### config.mk
export PLATFORM = sky130hd
export DESIGN_NAME = zxmem_top
export DESIGN_NICKNAME = d
export VERILOG_FILES = /design/src/logic/zxmem_pkg.sv /design/src/logic/addr_map.sv /design/src/logic/bus_decode.sv /design/src/logic/page_regs.sv /design/src/logic/sdram_port.sv /design/src/logic/zxmem_top.sv
export VERILOG_INCLUDE_DIRS = /design/src /design/src/include
export SDC_FILE = /design/constraint.sdc
export NUM_CORES = 1
export LEC_CHECK = 0
export BUFFER_PORTS_ARGS = -buffer_cell sky130_fd_sc_hd__buf_2
export CAP_MARGIN = 0
export CORE_MARGIN = 5
export CORE_UTILIZATION = 53
export DETAILED_ROUTE_END_ITERATION = 6
export PLACE_DENSITY = 0.84
export RECOVER_POWER = 100
export SLEW_MARGIN = 15
export SYNTH_ARGS = -nofsm -noshare
export SYNTH_HDL_FRONTEND = slang
export SYNTH_HIERARCHICAL = 1
export SYNTH_SLANG_ARGS = --single-unit
### constraint.sdc
create_clock -name clk_sys -period 1.8 [get_ports clk_sys]
set_input_delay 0.09 -clock clk_sys [delete_from_list [all_inputs] [get_ports clk_sys]]
set_output_delay 0.09 -clock clk_sys [all_outputs]
set_load 0.005 [all_outputs]
### src/include/zxmem_params.svh
`ifndef ZXMEM_PARAMS_SVH
`define ZXMEM_PARAMS_SVH

// ======================================================================
// CPU side
// ======================================================================

`define ZX_CPU_AW 16           // Z80 address bus
`define ZX_DW 8                // Z80 data bus

// ======================================================================
// Memory side
// ======================================================================

// Byte address into the 2MB physical map
`define ZX_PHYS_AW 21

`define ZX_SD_AW 20            // 16-bit word address
`define ZX_SD_DW 16

// Offset inside one 16K bank or ROM page
`define ZX_BANK_AW 14

// Upper three bits of every ROM address
`define ZX_ROM_REGION 3'b101

// Floating bus value for port reads
`define ZX_PORT_IDLE 8'hFF

`endif

### src/logic/zxmem_pkg.sv
`include "zxmem_params.svh"

package zxmem_pkg;

	typedef enum logic [1:0] {
		MODE_128   = 2'd0,
		MODE_48    = 2'd1,
		MODE_PLUS3 = 2'd2
	} mem_mode_e;

	typedef enum logic [1:0] {
		OP_MEM_RD = 2'd0,
		OP_MEM_WR = 2'd1,
		OP_IO_WR  = 2'd2,
		OP_IO_RD  = 2'd3
	} op_kind_e;

	// Z80 pins, strobes already active high
	typedef struct packed {
		logic [`ZX_CPU_AW-1:0] addr;
		logic [`ZX_DW-1:0]     dout;
		logic                  mreq;
		logic                  iorq;
		logic                  rd;
		logic                  wr;
		logic                  m1;
	} cpu_bus_t;

	typedef struct packed {
		logic                  valid;
		op_kind_e              kind;
		logic [`ZX_CPU_AW-1:0] addr;
		logic [`ZX_DW-1:0]     data;
	} bus_op_t;

	typedef struct packed {
		logic [2:0] ram_bank;    // 7FFD bits 2:0
		logic [1:0] rom_sel;     // {1FFD bit 2, 7FFD bit 4}
		logic       special;     // All-RAM mode
		logic [1:0] special_cfg;
		logic       locked;      // 7FFD bit 5
		logic       zx48;
		logic       plus3;
		logic       scr;         // Shadow screen select
		logic [1:0] spare;
	} page_state_t;

	typedef struct packed {
		bus_op_t     op;
		page_state_t page;
	} tagged_op_t;

	typedef struct packed {
		logic                   valid;
		logic                   we;
		logic                   rd;
		logic [`ZX_PHYS_AW-1:0] phys;
		logic [`ZX_DW-1:0]      data;
	} mem_req_t;

	// Toggle req/ack port
	typedef struct packed {
		logic                 req;
		logic                 we;
		logic [`ZX_SD_AW-1:0] addr;
		logic [1:0]           ds;
		logic [`ZX_SD_DW-1:0] data;
	} sdram_bus_t;

	typedef struct packed {
		logic [2:0] border;
		logic       ear;
		logic       mic;
	} ula_out_t;

endpackage

### src/logic/addr_map.sv
`timescale 1ns/1ps
`include "zxmem_params.svh"

module addr_map (
	input  logic                  clk_sys,
	input  logic                  reset,
	input  zxmem_pkg::tagged_op_t op_i,
	output zxmem_pkg::mem_req_t   req_o,
	output logic                  io_rd_o
);

	zxmem_pkg::page_state_t pg;
	logic [1:0]             slot;
	logic [`ZX_BANK_AW-1:0] off;
	logic [3:0]             rom_page;
	logic [2:0]             bank;
	logic                   is_rom;
	logic                   is_rd;
	logic                   is_wr;
	logic [`ZX_PHYS_AW-1:0] phys;

	assign pg   = op_i.page;
	assign slot = op_i.op.addr[15:14];
	assign off  = op_i.op.addr[`ZX_BANK_AW-1:0];

	assign is_rd = op_i.op.valid & (op_i.op.kind == zxmem_pkg::OP_MEM_RD);
	assign is_wr = op_i.op.valid & (op_i.op.kind == zxmem_pkg::OP_MEM_WR);

	// Four ROMs on +3, two on 128K, the last one on 48K
	assign rom_page = pg.plus3 ? {2'b10, pg.rom_sel} : {pg.zx48, 2'b11, pg.zx48 | pg.rom_sel[0]};

	always_comb begin
		if (pg.special) begin
			case (pg.special_cfg)
				2'd0: bank = {1'b0, slot};
				2'd1: bank = {1'b1, slot};
				2'd2: bank = (slot == 2'd3) ? 3'd3 : {1'b1, slot};
				default: begin
					case (slot)
						2'd0: bank = 3'd4;
						2'd1: bank = 3'd7;
						2'd2: bank = 3'd6;
						default: bank = 3'd3;
					endcase
				end
			endcase
		end else begin
			case (slot)
				2'd1: bank = 3'd5;
				2'd2: bank = 3'd2;
				default: bank = pg.ram_bank;   // Slot 0 goes to ROM anyway
			endcase
		end
	end

	assign is_rom = ~pg.special & (slot == 2'd0);
	assign phys = is_rom ? {`ZX_ROM_REGION, rom_page, off}
		: {{(`ZX_PHYS_AW - `ZX_BANK_AW - 3){1'b0}}, bank, off};

	always_ff @(posedge clk_sys) begin
		if (reset) begin
			req_o.valid <= 1'b0;
			io_rd_o     <= 1'b0;
		end else begin
			req_o.valid <= is_rd | is_wr;
			io_rd_o     <= op_i.op.valid & (op_i.op.kind == zxmem_pkg::OP_IO_RD);
		end
		req_o.we   <= is_wr & ~is_rom;   // ROM write becomes a bare done
		req_o.rd   <= is_rd;
		req_o.phys <= phys;
		req_o.data <= op_i.op.data;
	end

endmodule

### src/logic/bus_decode.sv
`timescale 1ns/1ps

module bus_decode (
	input  logic                clk_sys,
	input  logic                reset,
	input  zxmem_pkg::cpu_bus_t cpu_bus_i,
	input  logic                mem_done_i,
	output zxmem_pkg::bus_op_t  op_o,
	output logic                cpu_ready_o
);

	zxmem_pkg::cpu_bus_t bus_q;      // Bus as sampled
	logic [3:0]          strb;
	logic [3:0]          strb_q;     // Previous strobe levels
	logic [3:0]          rise;
	logic                busy;
	zxmem_pkg::op_kind_e kind;

	// Bit order follows op_kind_e
	assign strb[0] = bus_q.mreq & bus_q.rd & ~bus_q.m1;
	assign strb[1] = bus_q.mreq & bus_q.wr & ~bus_q.m1;
	assign strb[2] = bus_q.iorq & bus_q.wr & ~bus_q.m1;
	assign strb[3] = bus_q.iorq & bus_q.rd & ~bus_q.m1;
	assign rise = strb & ~strb_q;

	always_comb begin
		if (rise[0])
			kind = zxmem_pkg::OP_MEM_RD;
		else if (rise[1])
			kind = zxmem_pkg::OP_MEM_WR;
		else if (rise[2])
			kind = zxmem_pkg::OP_IO_WR;
		else
			kind = zxmem_pkg::OP_IO_RD;
	end

	always_ff @(posedge clk_sys) begin
		bus_q <= cpu_bus_i;
	end

	always_ff @(posedge clk_sys) begin
		if (reset) begin
			strb_q     <= '0;
			busy       <= 1'b0;
			op_o.valid <= 1'b0;
		end else begin
			strb_q     <= strb;
			op_o.valid <= |rise;
			// Only memory cycles stall the CPU
			if (rise[0] | rise[1])
				busy <= 1'b1;
			else if (mem_done_i)
				busy <= 1'b0;
		end
		op_o.kind <= kind;
		op_o.addr <= bus_q.addr;
		op_o.data <= bus_q.dout;
	end

	assign cpu_ready_o = ~busy;

endmodule

### src/logic/page_regs.sv
`timescale 1ns/1ps
`include "zxmem_params.svh"

module page_regs (
	input  logic                  clk_sys,
	input  logic                  reset,
	input  zxmem_pkg::mem_mode_e  mode_i,
	input  zxmem_pkg::bus_op_t    op_i,
	output zxmem_pkg::tagged_op_t op_o,
	output zxmem_pkg::ula_out_t   ula_o
);

	zxmem_pkg::page_state_t page_q;
	logic [`ZX_CPU_AW-1:0]  a;
	logic                   io_wr;
	logic                   blocked;
	logic                   sel_7ffd;
	logic                   sel_1ffd;
	logic                   sel_fe;

	assign a = op_i.addr;
	assign io_wr = op_i.valid & (op_i.kind == zxmem_pkg::OP_IO_WR);

	// Lock bit or 48K mode freezes both registers
	assign blocked = page_q.locked | page_q.zx48;

	// 7FFD, partial decode; +3 also wants A14
	assign sel_7ffd = io_wr & ~a[15] & ~a[1] & (a[14] | ~page_q.plus3) & ~blocked;

	// 1FFD exists on +3 only
	assign sel_1ffd = io_wr & page_q.plus3 & a[12] & ~a[13] & ~a[14] & ~a[15] & ~a[1]
		& ~blocked;

	assign sel_fe = io_wr & ~a[0];   // ULA answers every even port

	// ======================================================================
	// Paging registers
	// ======================================================================

	always_ff @(posedge clk_sys) begin
		if (reset) begin
			page_q       <= '0;
			page_q.zx48  <= (mode_i == zxmem_pkg::MODE_48);
			page_q.plus3 <= (mode_i == zxmem_pkg::MODE_PLUS3);
		end else begin
			if (sel_7ffd) begin
				page_q.ram_bank   <= op_i.data[2:0];
				page_q.scr        <= op_i.data[3];
				page_q.rom_sel[0] <= op_i.data[4];
				page_q.locked     <= op_i.data[5];
			end
			if (sel_1ffd) begin
				page_q.special     <= op_i.data[0];
				page_q.special_cfg <= op_i.data[2:1];
				page_q.rom_sel[1]  <= op_i.data[2];   // Shares bit 2 with config
			end
		end
	end

	// ======================================================================
	// ULA port FE
	// ======================================================================

	always_ff @(posedge clk_sys) begin
		if (reset) begin
			ula_o <= '0;
		end else if (sel_fe) begin
			ula_o.border <= op_i.data[2:0];
			ula_o.mic    <= op_i.data[3];
			ula_o.ear    <= op_i.data[4];
		end
	end

	// Tag with the state before any write landing this same edge
	always_ff @(posedge clk_sys) begin
		if (reset)
			op_o.op.valid <= 1'b0;
		else
			op_o.op.valid <= op_i.valid;
		op_o.op.kind <= op_i.kind;
		op_o.op.addr <= op_i.addr;
		op_o.op.data <= op_i.data;
		op_o.page    <= page_q;
	end

endmodule

### src/logic/sdram_port.sv
`timescale 1ns/1ps
`include "zxmem_params.svh"

module sdram_port (
	input  logic                  clk_sys,
	input  logic                  reset,
	input  zxmem_pkg::mem_req_t   req_i,
	input  logic                  io_rd_i,
	output zxmem_pkg::sdram_bus_t sdram_o,
	input  logic                  sdram_ack_i,
	input  logic [`ZX_SD_DW-1:0]  sdram_q_i,
	output logic [`ZX_DW-1:0]     cpu_din_o,
	output logic                  mem_done_o
);

	logic pend;       // Request out, ack not back yet
	logic rd_q;
	logic lane_q;     // Odd byte of the word
	logic issue;
	logic drop;
	logic ack_seen;

	assign issue = req_i.valid & (req_i.we | req_i.rd);
	assign drop  = req_i.valid & ~req_i.we & ~req_i.rd;   // Discarded ROM write

	// Access done once ack has caught up with req
	assign ack_seen = pend & (sdram_ack_i == sdram_o.req);

	// ======================================================================
	// Handshake control
	// ======================================================================

	always_ff @(posedge clk_sys) begin
		if (reset) begin
			sdram_o.req <= 1'b0;
			pend        <= 1'b0;
			mem_done_o  <= 1'b0;
		end else begin
			mem_done_o <= ack_seen | drop;
			if (issue) begin
				sdram_o.req <= ~sdram_o.req;
				pend        <= 1'b1;
			end else if (ack_seen) begin
				pend <= 1'b0;
			end
		end
	end

	// Request payload, moves with the req toggle
	always_ff @(posedge clk_sys) begin
		if (issue) begin
			sdram_o.we   <= req_i.we;
			sdram_o.addr <= req_i.phys[`ZX_PHYS_AW-1:1];
			sdram_o.ds   <= req_i.we ? {req_i.phys[0], ~req_i.phys[0]} : 2'b11;
			sdram_o.data <= {req_i.data, req_i.data};   // Same byte on both lanes
			rd_q         <= req_i.rd;
			lane_q       <= req_i.phys[0];
		end
	end

	// ======================================================================
	// Read data back to the CPU
	// ======================================================================

	always_ff @(posedge clk_sys) begin
		if (ack_seen & rd_q)
			cpu_din_o <= lane_q ? sdram_q_i[15:8] : sdram_q_i[7:0];
		else if (io_rd_i)
			cpu_din_o <= `ZX_PORT_IDLE;   // No readable ports kept
	end

endmodule

### src/logic/zxmem_top.sv
`timescale 1ns/1ps
`include "zxmem_params.svh"

module zxmem_top (
	input  logic                  clk_sys,
	input  logic                  reset,
	input  zxmem_pkg::mem_mode_e  mode_i,
	input  zxmem_pkg::cpu_bus_t   cpu_bus_i,
	output logic [`ZX_DW-1:0]     cpu_din_o,
	output logic                  cpu_ready_o,
	output zxmem_pkg::ula_out_t   ula_o,
	output zxmem_pkg::sdram_bus_t sdram_o,
	input  logic                  sdram_ack_i,
	input  logic [`ZX_SD_DW-1:0]  sdram_q_i
);

	zxmem_pkg::bus_op_t    bus_op;
	zxmem_pkg::tagged_op_t tag_op;
	zxmem_pkg::mem_req_t   mem_req;
	logic                  io_rd;
	logic                  mem_done;   // Back from stage 4 to stage 1

	bus_decode u_bus_decode (
		.clk_sys     (clk_sys),
		.reset       (reset),
		.cpu_bus_i   (cpu_bus_i),
		.mem_done_i  (mem_done),
		.op_o        (bus_op),
		.cpu_ready_o (cpu_ready_o)
	);

	page_regs u_page_regs (
		.clk_sys (clk_sys),
		.reset   (reset),
		.mode_i  (mode_i),
		.op_i    (bus_op),
		.op_o    (tag_op),
		.ula_o   (ula_o)
	);

	addr_map u_addr_map (
		.clk_sys (clk_sys),
		.reset   (reset),
		.op_i    (tag_op),
		.req_o   (mem_req),
		.io_rd_o (io_rd)
	);

	sdram_port u_sdram_port (
		.clk_sys     (clk_sys),
		.reset       (reset),
		.req_i       (mem_req),
		.io_rd_i     (io_rd),
		.sdram_o     (sdram_o),
		.sdram_ack_i (sdram_ack_i),
		.sdram_q_i   (sdram_q_i),
		.cpu_din_o   (cpu_din_o),
		.mem_done_o  (mem_done)
	);

endmodule

# Yosys cells after proc, flatten, opt, wreduce, memory -nomap -nowiden
# Cells that the tools add are included.
# classes
n_eq_ne,11
muxes,16
bitwise_logic,55
reduce_logical,8
# ops
op,count
1-bit bitwise AND,31
8-bit two-way mux,3
21-bit two-way mux,1
3-bit case mux with 3 select lines,2
1-bit NOT,15
2-bit == test (second input constant),6
2-bit by 1-bit == test with 1-bit output (second input constant),4
1-bit bitwise OR,7
2-bit logical NOT,3
1-bit two-way mux,6
3-bit two-way mux,2
3-bit case mux with 2 select lines,1
2-bit nonzero test,3
4-bit bitwise AND,1
4-bit two-way mux,1
4-bit NOT,1
4-bit OR reduction,1
2-bit OR reduction,1
1-bit == test,1
# word_totals
ff_bits,199
input_bits,50
wordCells,142

# Longest topological paths before layout
# Gate-level depths: netlist of run 1.
# logic_depth
ltp_word,9
depth_mapped,5
mapped_depth_nobuf,5

# Hierarchy
# The synthesis of run 1 kept the hierarchy.
# modules_own_cells
mod,n_inst,cells_per_inst,area_each_um2
sdram_port,1,85,1602.8
page_regs,1,106,1460.2
bus_decode,1,83,1363.8
addr_map,1,70,902.1

# Worst setup path after synthesis of run 1
# No wires, ideal clock.
# synth_timing
kind,register -> register
from,register u_page_regs/op_o[36] in the netlist's numbering
to,register u_addr_map/req_o[24] in the netlist's numbering
t_arrival_ns,1.239
t_required_ns,1.683
setup_slack_ns,0.444
path_stages_with_launch,6
synth_period_minus_slack_ns,1.356
path_cell_list,dfxtp_1 inv_1 ha_1 mux2_2 o21ai_1 nand2_1
# synth_via
elab_chain_cells,5
# synth_lines
item,line_no,text
start: declaration,page_regs.sv:9,"output zxmem_pkg::tagged_op_t op_o,"
"2-bit == test, or another cell as far along","addr_map.sv:39, addr_map.sv:48",
3-bit case mux with 3 select lines / 3-bit two-way mux (equally long branches),"addr_map.sv:39, addr_map.sv:37",
3-bit case mux with 3 select lines,addr_map.sv:34,case (pg.special_cfg)
3-bit two-way mux,addr_map.sv:33,if (pg.special) begin
21-bit two-way mux *,addr_map.sv:57,"assign phys = is_rom ? {`ZX_ROM_REGION, rom_page, off}"
named net u_addr_map.phys[16],addr_map.sv:20,logic [`ZX_PHYS_AW-1:0] phys;
end: declaration,addr_map.sv:8,"output zxmem_pkg::mem_req_t req_o,"
# The timed path passes the listed nets; every way through them passes the cells marked *.
# A chain may end at the register's enable or synchronous reset.

# Worst setup path after layout of run 1
# layout_timing
from,register u_sdram_port.lane_q
to,"register u_sdram_port.cpu_din_o[3], data pin"
# layout_via
elab_chain_cells,2
# layout_lines
item,line_no,text
start: declaration,sdram_port.sv:18,logic lane_q;
start signal: assignment,sdram_port.sv:57,lane_q <= req_i.phys[0];
8-bit two-way mux,sdram_port.sv:67,cpu_din_o <= lane_q ? sdram_q_i[15:8] : sdram_q_i[7:0];
8-bit two-way mux,sdram_port.sv:66,if (ack_seen & rd_q)
end signal: assignment,sdram_port.sv:67,
end signal: assignment,sdram_port.sv:69,cpu_din_o <= `ZX_PORT_IDLE;
end: declaration,sdram_port.sv:12,"output logic [`ZX_DW-1:0] cpu_din_o,"
# No other way between the ends.

==> results.md, run 1 <==
- The worst path in the final design needs a cycle of 1.72 ns, including I/O delays and setup.
- The starting DRC count in detailed routing is 78.
- The CTS tree is done.
- Setup repair after global routing left no endpoint under its margin.
- The number of buffers between clock root and the deepest sink is 2.
- Routability-driven placement finished with a final weighted congestion of 0.861.
- Across the run, the number of max-cap violations was 0.
- The height of the die is 109 µm.
- The per-cell via count in the routed design is 4.58.
- The power share of the clock group is 42.7%.
- The overall overflow remaining after global route is 0.
- After layout, the worst setup slack is 0.0764 ns.
- After routing, the total negative slack on setup checks comes to 0 ns.
- The worst hold path class is primary input to flop.
- The peak supply drop is 635 µV.
- At the pin with the least slew margin, the transition time is 0.828 ns.
- The maximum fanout encountered on the critical timing path is 8.
- The critical path is of the flop to flop type.
- The total instance count after detailed placement is 554.
- The largest clock skew in the final design is 0.00923 ns.
- The number of antenna violations at the first check in global routing is 0.
- In the routed design, unresolved DRC markers number 0.
- In the final routed layout, each cell accounts on average for 14.0 µm.
- In this run the tightest slew margin relative to its limit is 44.8%.
- After clock tree synthesis, the clock-pin slew on the worst setup and hold paths is 0.07 ns.
- The overall via count from detail_route is 2911.
- In this run the number of H-tree levels came out at 4.
- STA classifies the critical path startpoint as a flop.
- The remaining antenna violation count after routing is 0.
- The final wirelength is 8910 µm.
- The number of warnings issued by yosys is 6.
- The site row count is 36.
- In the final layout, the share of cells above drive strength 1 is 21.1%.
- The non-filler instance count after layout is 636.
- The hold violation total from the final report came to 0.
- The sequential cells in the finished layout cover a total of 4170 µm².
- The final-report max-slew violation count was 0.
- The peak clock frequency supported by timing is 580 MHz.
- Once layout is done, the placed cells without fillers occupy 6790 µm².
- The worst path arrival time is 1.96 ns.
- The first TritonRoute pass finished after 4 iterations.
- The HPWL after detailed placement is 5600 µm.
- The worst setup path is captured at a flop.
- In this run the register-to-register setup slack is 0.08 ns.
- The power density relative to cell area is 1220 nW/µm².
- The layout has 652 filler cells.
- The footprint of the multi-input gates is 852 µm².
- The number of global-route vias before repair is 2916.
- The first global-routing pass estimated 14200 µm of wire.
- The library cell used as clock root buffer is sky130_fd_sc_hd__clkbuf_8.
- Entering global routing, the biggest net connects 36 pins.
- In this run, CTS created clock tree buffers numbering 17.
- The number of nets in the synthesized netlist is 389.
- In this run switching power makes up 20.3% of total power.
- The average cell area after synthesis is 15.6 µm².
- Setup violations remaining at the end of the flow were counted as 0.
- The post-synth design cell area is 5230 µm².
- Per report_power, the sequential group accounts for 54.4% of the total.
- The x dimension of the die is 109 µm.
- The data required time at the worst endpoint is 2.04 ns.
- The insertion delay of the later-clocked pin in the worst-skew pair is 0.52 ns.
- The starting density of the core is 54.0%.
- The number of antenna diodes in the final layout is 0.
- The clock sink total is 187.
- The share of the clock period used by the worst path after layout is 95.8%.
- The leakage power is 2.77 nW.
- The flow ran to the end, and the final reports show no timing, DRC or antenna violations.
- After detailed placement, the total cell area comes to 5790 µm².
- In the global route stage, overall resource usage came out at 15.8%.
- The die covers 12000 µm².
- The relative area change from synthesis to final layout is 29.8%.
- The net count of the finished layout is 544.
- Internal power comes to 0.00658 W.
- The worst-case setup slack after placement is 0.266 ns.
- The count of buffers added on input and output ports is 103.
- The cell count after synthesis came out at 335.
- The net switching power is 0.00168 W.
- The combinational cell fraction of total power is 2.9%.
- The core region is 9680 µm².
- The count of pins on the block boundary is 104.
- The number of cells upsized or downsized after cts is 0.
[placed cells by master, fill, tap and decap left out, drive strengths merged, types with 3 or more instances in the layout]
master,count
o21ai,6
nand2,13
a21oi,3
clkinv,3
inv,14
nor2,11
edfxtp,43
nand2b,4
nand3,10
nor2b,9
and3,4
dlygate4sd3,49
and2b,4
clkbuf,57
buf,69
mux2i,19
dfxtp,144
ha,4
[worst max-delay path, cell delays in order (launching register included)]
cell and delay (ns):
sky130_fd_sc_hd__edfxtp_1 0.42, sky130_fd_sc_hd__buf_12 0.17, sky130_fd_sc_hd__mux2i_1 0.16, sky130_fd_sc_hd__dlygate4sd3_1 0.60, sky130_fd_sc_hd__nand3_1 0.10
[flip-flops by register name, indices dropped and copies added (netlist names)]
name / count
u_sdram_port/lane_q: 1
u_page_regs/op_o: 36
u_page_regs/ula_o: 5
u_bus_decode/busy: 1
u_bus_decode/strb_q: 4
u_sdram_port/pend: 1
u_page_regs/page_q: 10
u_sdram_port/sdram_o: 32
u_sdram_port/mem_done_o: 1
u_sdram_port/rd_q: 1
u_bus_decode/op_o: 27
u_bus_decode/bus_q: 29
u_addr_map/io_rd_o: 1
u_addr_map/req_o: 30
u_sdram_port/cpu_din_o: 8
[area by class of cell]
class	count	share of cell area [%]
Sequential cell	187	61.5
Clock inverter	12	1.81
Tap cell	133	2.45
Inverter	7	0.387
Timing Repair Buffer	155	14.6
Multi-Input combinational cell	122	12.6
Clock buffer	20	6.73
[power by group through the flow]
| stage | Clock, W | Sequential, W | Combinational [W] |
|---|---|---|---|
| 2_1_floorplan | 0 | 0.00457 | 0.0000829 |
| 3_3_place_gp | 0 | 0.00458 | 0.000146 |
| 3_5_place_dp | 0 | 0.00459 | 0.000155 |
| 4_1_cts | 0.00360 | 0.00450 | 0.000237 |
| 5_1_grt | 0.00381 | 0.00451 | 0.000260 |
| 6_report | 0.00353 | 0.00449 | 0.000237 |
[what timing repair did]
item,CTS,global route
buffers inserted,0,1
hold buffers,49,0
hold endpoints to repair,47,0
setup endpoints to repair,0,8
[per-layer routing]
metal / global-route usage, % / part of all wire [%] / vias to the layer above
met5: 0 / 0 / -
met4: 7.84 / 2.2 / 0
met3: 4.70 / 4.8 / 14
met2: 26.1 / 52 / 82
met1: 18.9 / 41 / 1358
li1: - / - / 1457
[through the flow]
stage               hold WS, ns  utilization, %  power [W]
floorplan                 0.118               -    0.00465
global placement          0.192            59.7    0.00473
detailed placement        0.194            59.7    0.00475
CTS                      0.0758            70.8    0.00833
global route              0.183            70.1    0.00858
finish                    0.198            70.1    0.00826
[final timing paths]
path | startpoint | endpoint | cells after the start
worst max-delay path | u_sdram_port/lane_q | u_sdram_port/cpu_din_o[3] | 4
worst min-delay path | cpu_bus_i[4] | u_bus_decode/bus_q[4] | 2
worst max register to register | u_sdram_port/lane_q | u_sdram_port/cpu_din_o[3] | 4
worst min register to register | u_bus_decode/bus_q[24] | u_bus_decode/op_o[19] | 0
No activity file was read; power rests on OpenSTA's default activity.
==> run 2, diff against run 1 <==
PLACE_DENSITY = not set   (was 0.84)
PLACE_DENSITY_LB_ADDON = 0.12   (was not set)
==> run 2 against run 1 <==
Net effect:
- non-clock buffer count increased by 2
- fmax increased by 3.5%
- routed wire length decreased by 9.9%
- sequential share of layout area decreased by 0.25 points
- cell count increased by 0.31%
- setup slack improved by 0.058 ns
- combinational power decreased by 2%
- global-route usage decreased by 1.1 points
- largest cell class unchanged
- cell area increased by 0.41%
- die area unchanged
- clock power decreased by 3%
==> results.md, run 2 (synthesized netlist as in run 1, its figures left out) <==
- The share of the clock period used by the worst path after layout came to 92.6% (was 95.8%).
- The register bank with the most flops was u_page_regs/op_o (unchanged).
- The minimum period implied by the final worst setup slack was 1.67 ns (was 1.72 ns).
- The overall overflow remaining after global route came to 0 (unchanged).
- The library cell used as clock root buffer is sky130_fd_sc_hd__clkbuf_8 (unchanged).
- The starting DRC count in detailed routing is 58 (was 78).
- The H-tree depth reported by CTS is 4 (unchanged).
- The largest incremental delay on the critical path is 0.57 ns (was 0.60 ns).
- The most common cell after layout, fill and taps aside was sky130_fd_sc_hd__dfxtp_1 (unchanged).
- The count of pins on the block boundary came to 104 (unchanged).
- The remaining antenna violation count after routing was 0 (unchanged).
- The slew at the pin with the worst max-slew slack is 0.637 ns (was 0.828 ns).
- The insertion delay of the later-clocked pin in the worst-skew pair is 0.51 ns (was 0.52 ns).
- The power density relative to cell area was 1200 nW/µm² (was 1220 nW/µm²).
- The global-route total usage across every layer was 14.7% (was 15.8%).
- The count of buffers from port buffering is 103 (unchanged).
- The area of the die is 12000 µm² (unchanged).
- Commonest non-fill, non-tap cells in the layout: 144 x sky130_fd_sc_hd__dfxtp_1, 67 x sky130_fd_sc_hd__buf_2, 49 x sky130_fd_sc_hd__dlygate4sd3_1, 43 x sky130_fd_sc_hd__edfxtp_1, 35 x sky130_fd_sc_hd__clkbuf_1 (was 144 x sky130_fd_sc_hd__dfxtp_1, 68 x sky130_fd_sc_hd__buf_2, 49 x sky130_fd_sc_hd__dlygate4sd3_1, 43 x sky130_fd_sc_hd__edfxtp_1, 38 x sky130_fd_sc_hd__clkbuf_1).
- The peak clock frequency supported by timing was 600 MHz (was 580 MHz).
- The per-cell via count in the routed design is 4.40 (was 4.58).
- The height of the die is 109 µm (unchanged).
- The x dimension of the die came to 109 µm (unchanged).
- The relative area change from synthesis to final layout is 30.3% (was 29.8%).
- The remaining max-slew budget at the tightest pin is 57.5% (was 44.8%).
- The number of flip-flops in the largest register is 36 (unchanged).
- Status: completed (unchanged).
- The placed standard-cell area is 5810 µm² (was 5790 µm²).
- The post-layout net count is 546 (was 544).
- The number of buffers between clock root and the deepest sink was 2 (unchanged).
- The startpoint class of the critical path is a flop (unchanged).
- The number of optimization iterations in the first detailed-route pass is 4 (unchanged).
- The worst-case setup slack after placement was 0.271 ns (was 0.266 ns).
- The worst path arrival time came to 1.90 ns (was 1.96 ns).
- The peak supply drop came to 773 µV (was 635 µV).
- Setup repair after global routing missed its margin: no (unchanged).
- The hold violation total from the final report is 0 (unchanged).
- The number of antenna violations at the first check in global routing came to 0 (unchanged).
- The diode insertion count for antenna repair was 0 (unchanged).
- The maximum number of pins on one net before global-route repair is 24 (was 36).
- The maximum fanout encountered on the critical timing path is 8 (unchanged).
- The leakage power is 2.76 nW (was 2.77 nW).
- The HPWL after detailed placement was 5250 µm (was 5600 µm).
- The count of endpoints failing setup in the final report is 0 (unchanged).
- The largest clock skew in the final design is 0.00707 ns (was 0.00923 ns).
- The critical path capture point type is a flop (unchanged).
- The post-layout instance area was 6820 µm² (was 6790 µm²).
- The kind of cell with the highest combined delay on the critical path is buffers and inverters (unchanged).
- Largest registers: u_page_regs/op_o (36), u_sdram_port/sdram_o (32), u_addr_map/req_o (30) (unchanged).
- The starting density of the core is 54.0% (unchanged).
- The total negative slack came to 0 ns (unchanged).
- The global-route wire length before repair is 13100 µm (was 14200 µm).
- The number of global-route vias before repair is 2892 (was 2916).
- The final-report max-slew violation count is 0 (unchanged).
- The number of buffers and inverters on the critical path was 2 (unchanged).
- The CTS tree was done (unchanged).
- The post-route core utilization is 70.4% (was 70.1%).
- The kind of critical path is flop to flop (unchanged).
- The number of buffers inserted during clock tree synthesis came to 17 (unchanged).
- The worst hold path class is primary input to flop (unchanged).
- The critical-path cell with the highest stage delay is sky130_fd_sc_hd__dlygate4sd3_1 (unchanged).
- The overall via count from detail_route was 2807 (was 2911).
- The max-cap violation count is 0 (unchanged).
- The final weighted congestion of routability-driven global placement was 0.746 (was 0.861).
- CP cell instances: buf_12 > mux2i_1 > dlygate4sd3_1 > nand3_1 (unchanged).
- The final wirelength is 8030 µm (was 8910 µm).
- The site row count came to 36 (unchanged).
- The clock input transition at the sequential cells of the worst setup and hold paths is 0.06 ns (was 0.07 ns).
- The routed length per placed instance is 12.6 µm (was 14.0 µm).
- The clock sink total is 187 (unchanged).
- The post-layout worst setup margin came to 0.134 ns (was 0.0764 ns).
- The placeable core region came to 9680 µm² (unchanged).
- The data required time at the worst endpoint is 2.03 ns (was 2.04 ns).
- The fraction of layout instances using a drive strength above 1 is 21.8% (was 21.1%).
- The post-detailed-route DRC marker count is 0 (unchanged).
-- run 2: area by class of cell --
| cell class | count | area [µm²] |
|---|---|---|
| repair buffers | 157 | 1010 |
| flip-flops and latches | 187 | 4170 |
| well taps | 133 | 166 |
| fillers | 687 | 2870 |
| clock buffers | 20 | 457 |
| multi-input cells | 122 | 873 |
| inverters | 7 | 26.3 |
| clock inverters | 12 | 111 |
-- run 2: timing repair --
action	CTS	global route
setup endpoints to repair	0	7
hold buffers	49	0
resized for setup	0	0
endpoints found under the hold margin	43	0
buffers inserted	0	1
-- run 2: metrics by stage --
step | std cells | hold slack [ns] | total power (W)
floorplan | 335 | 0.118 | 0.00465
global route | 638 | 0.107 | 0.00850
detailed placement | 556 | 0.194 | 0.00475
finish | 638 | 0.118 | 0.00816
global placement | 556 | 0.192 | 0.00473
CTS | 637 | 0.0986 | 0.00826
-- run 2: routing by layer --
metal | global-route usage [%] | vias up | part of all wire [%]
met1 | 16.5 | 1278 | 43
met3 | 5.17 | 6 | 5.5
met2 | 24.8 | 69 | 51
met4 | 7.03 | 0 | 1.3
li1 | - | 1454 | -
met5 | 0 | - | 0
-- run 2: worst paths after layout --
path / cells after the start / slack [ns] / endpoint / start
setup reg to reg: 4 / 0.13 / u_sdram_port/cpu_din_o[2] / u_sdram_port/lane_q
hold reg to reg: 0 / 0.32 / u_bus_decode/op_o[7] / u_bus_decode/bus_q[12]
setup / recovery: 4 / 0.13 / u_sdram_port/cpu_din_o[2] / u_sdram_port/lane_q
hold / removal: 4 / 0.12 / u_sdram_port/cpu_din_o[4] / sdram_ack_i
-- run 2: power by group --
part	internal [W]	switching, W	leakage [nW]
clock network	0.00197	0.00147	0.273
registers	0.00444	0.0000570	1.60
logic	0.000151	0.0000815	0.893
-- run 2: worst register-to-register path, stage by stage, from the launching register on --
cell and delay [ns]:
sky130_fd_sc_hd__edfxtp_1 0.42, sky130_fd_sc_hd__buf_12 0.17, sky130_fd_sc_hd__mux2i_1 0.16, sky130_fd_sc_hd__dlygate4sd3_1 0.57, sky130_fd_sc_hd__nand3_1 0.07
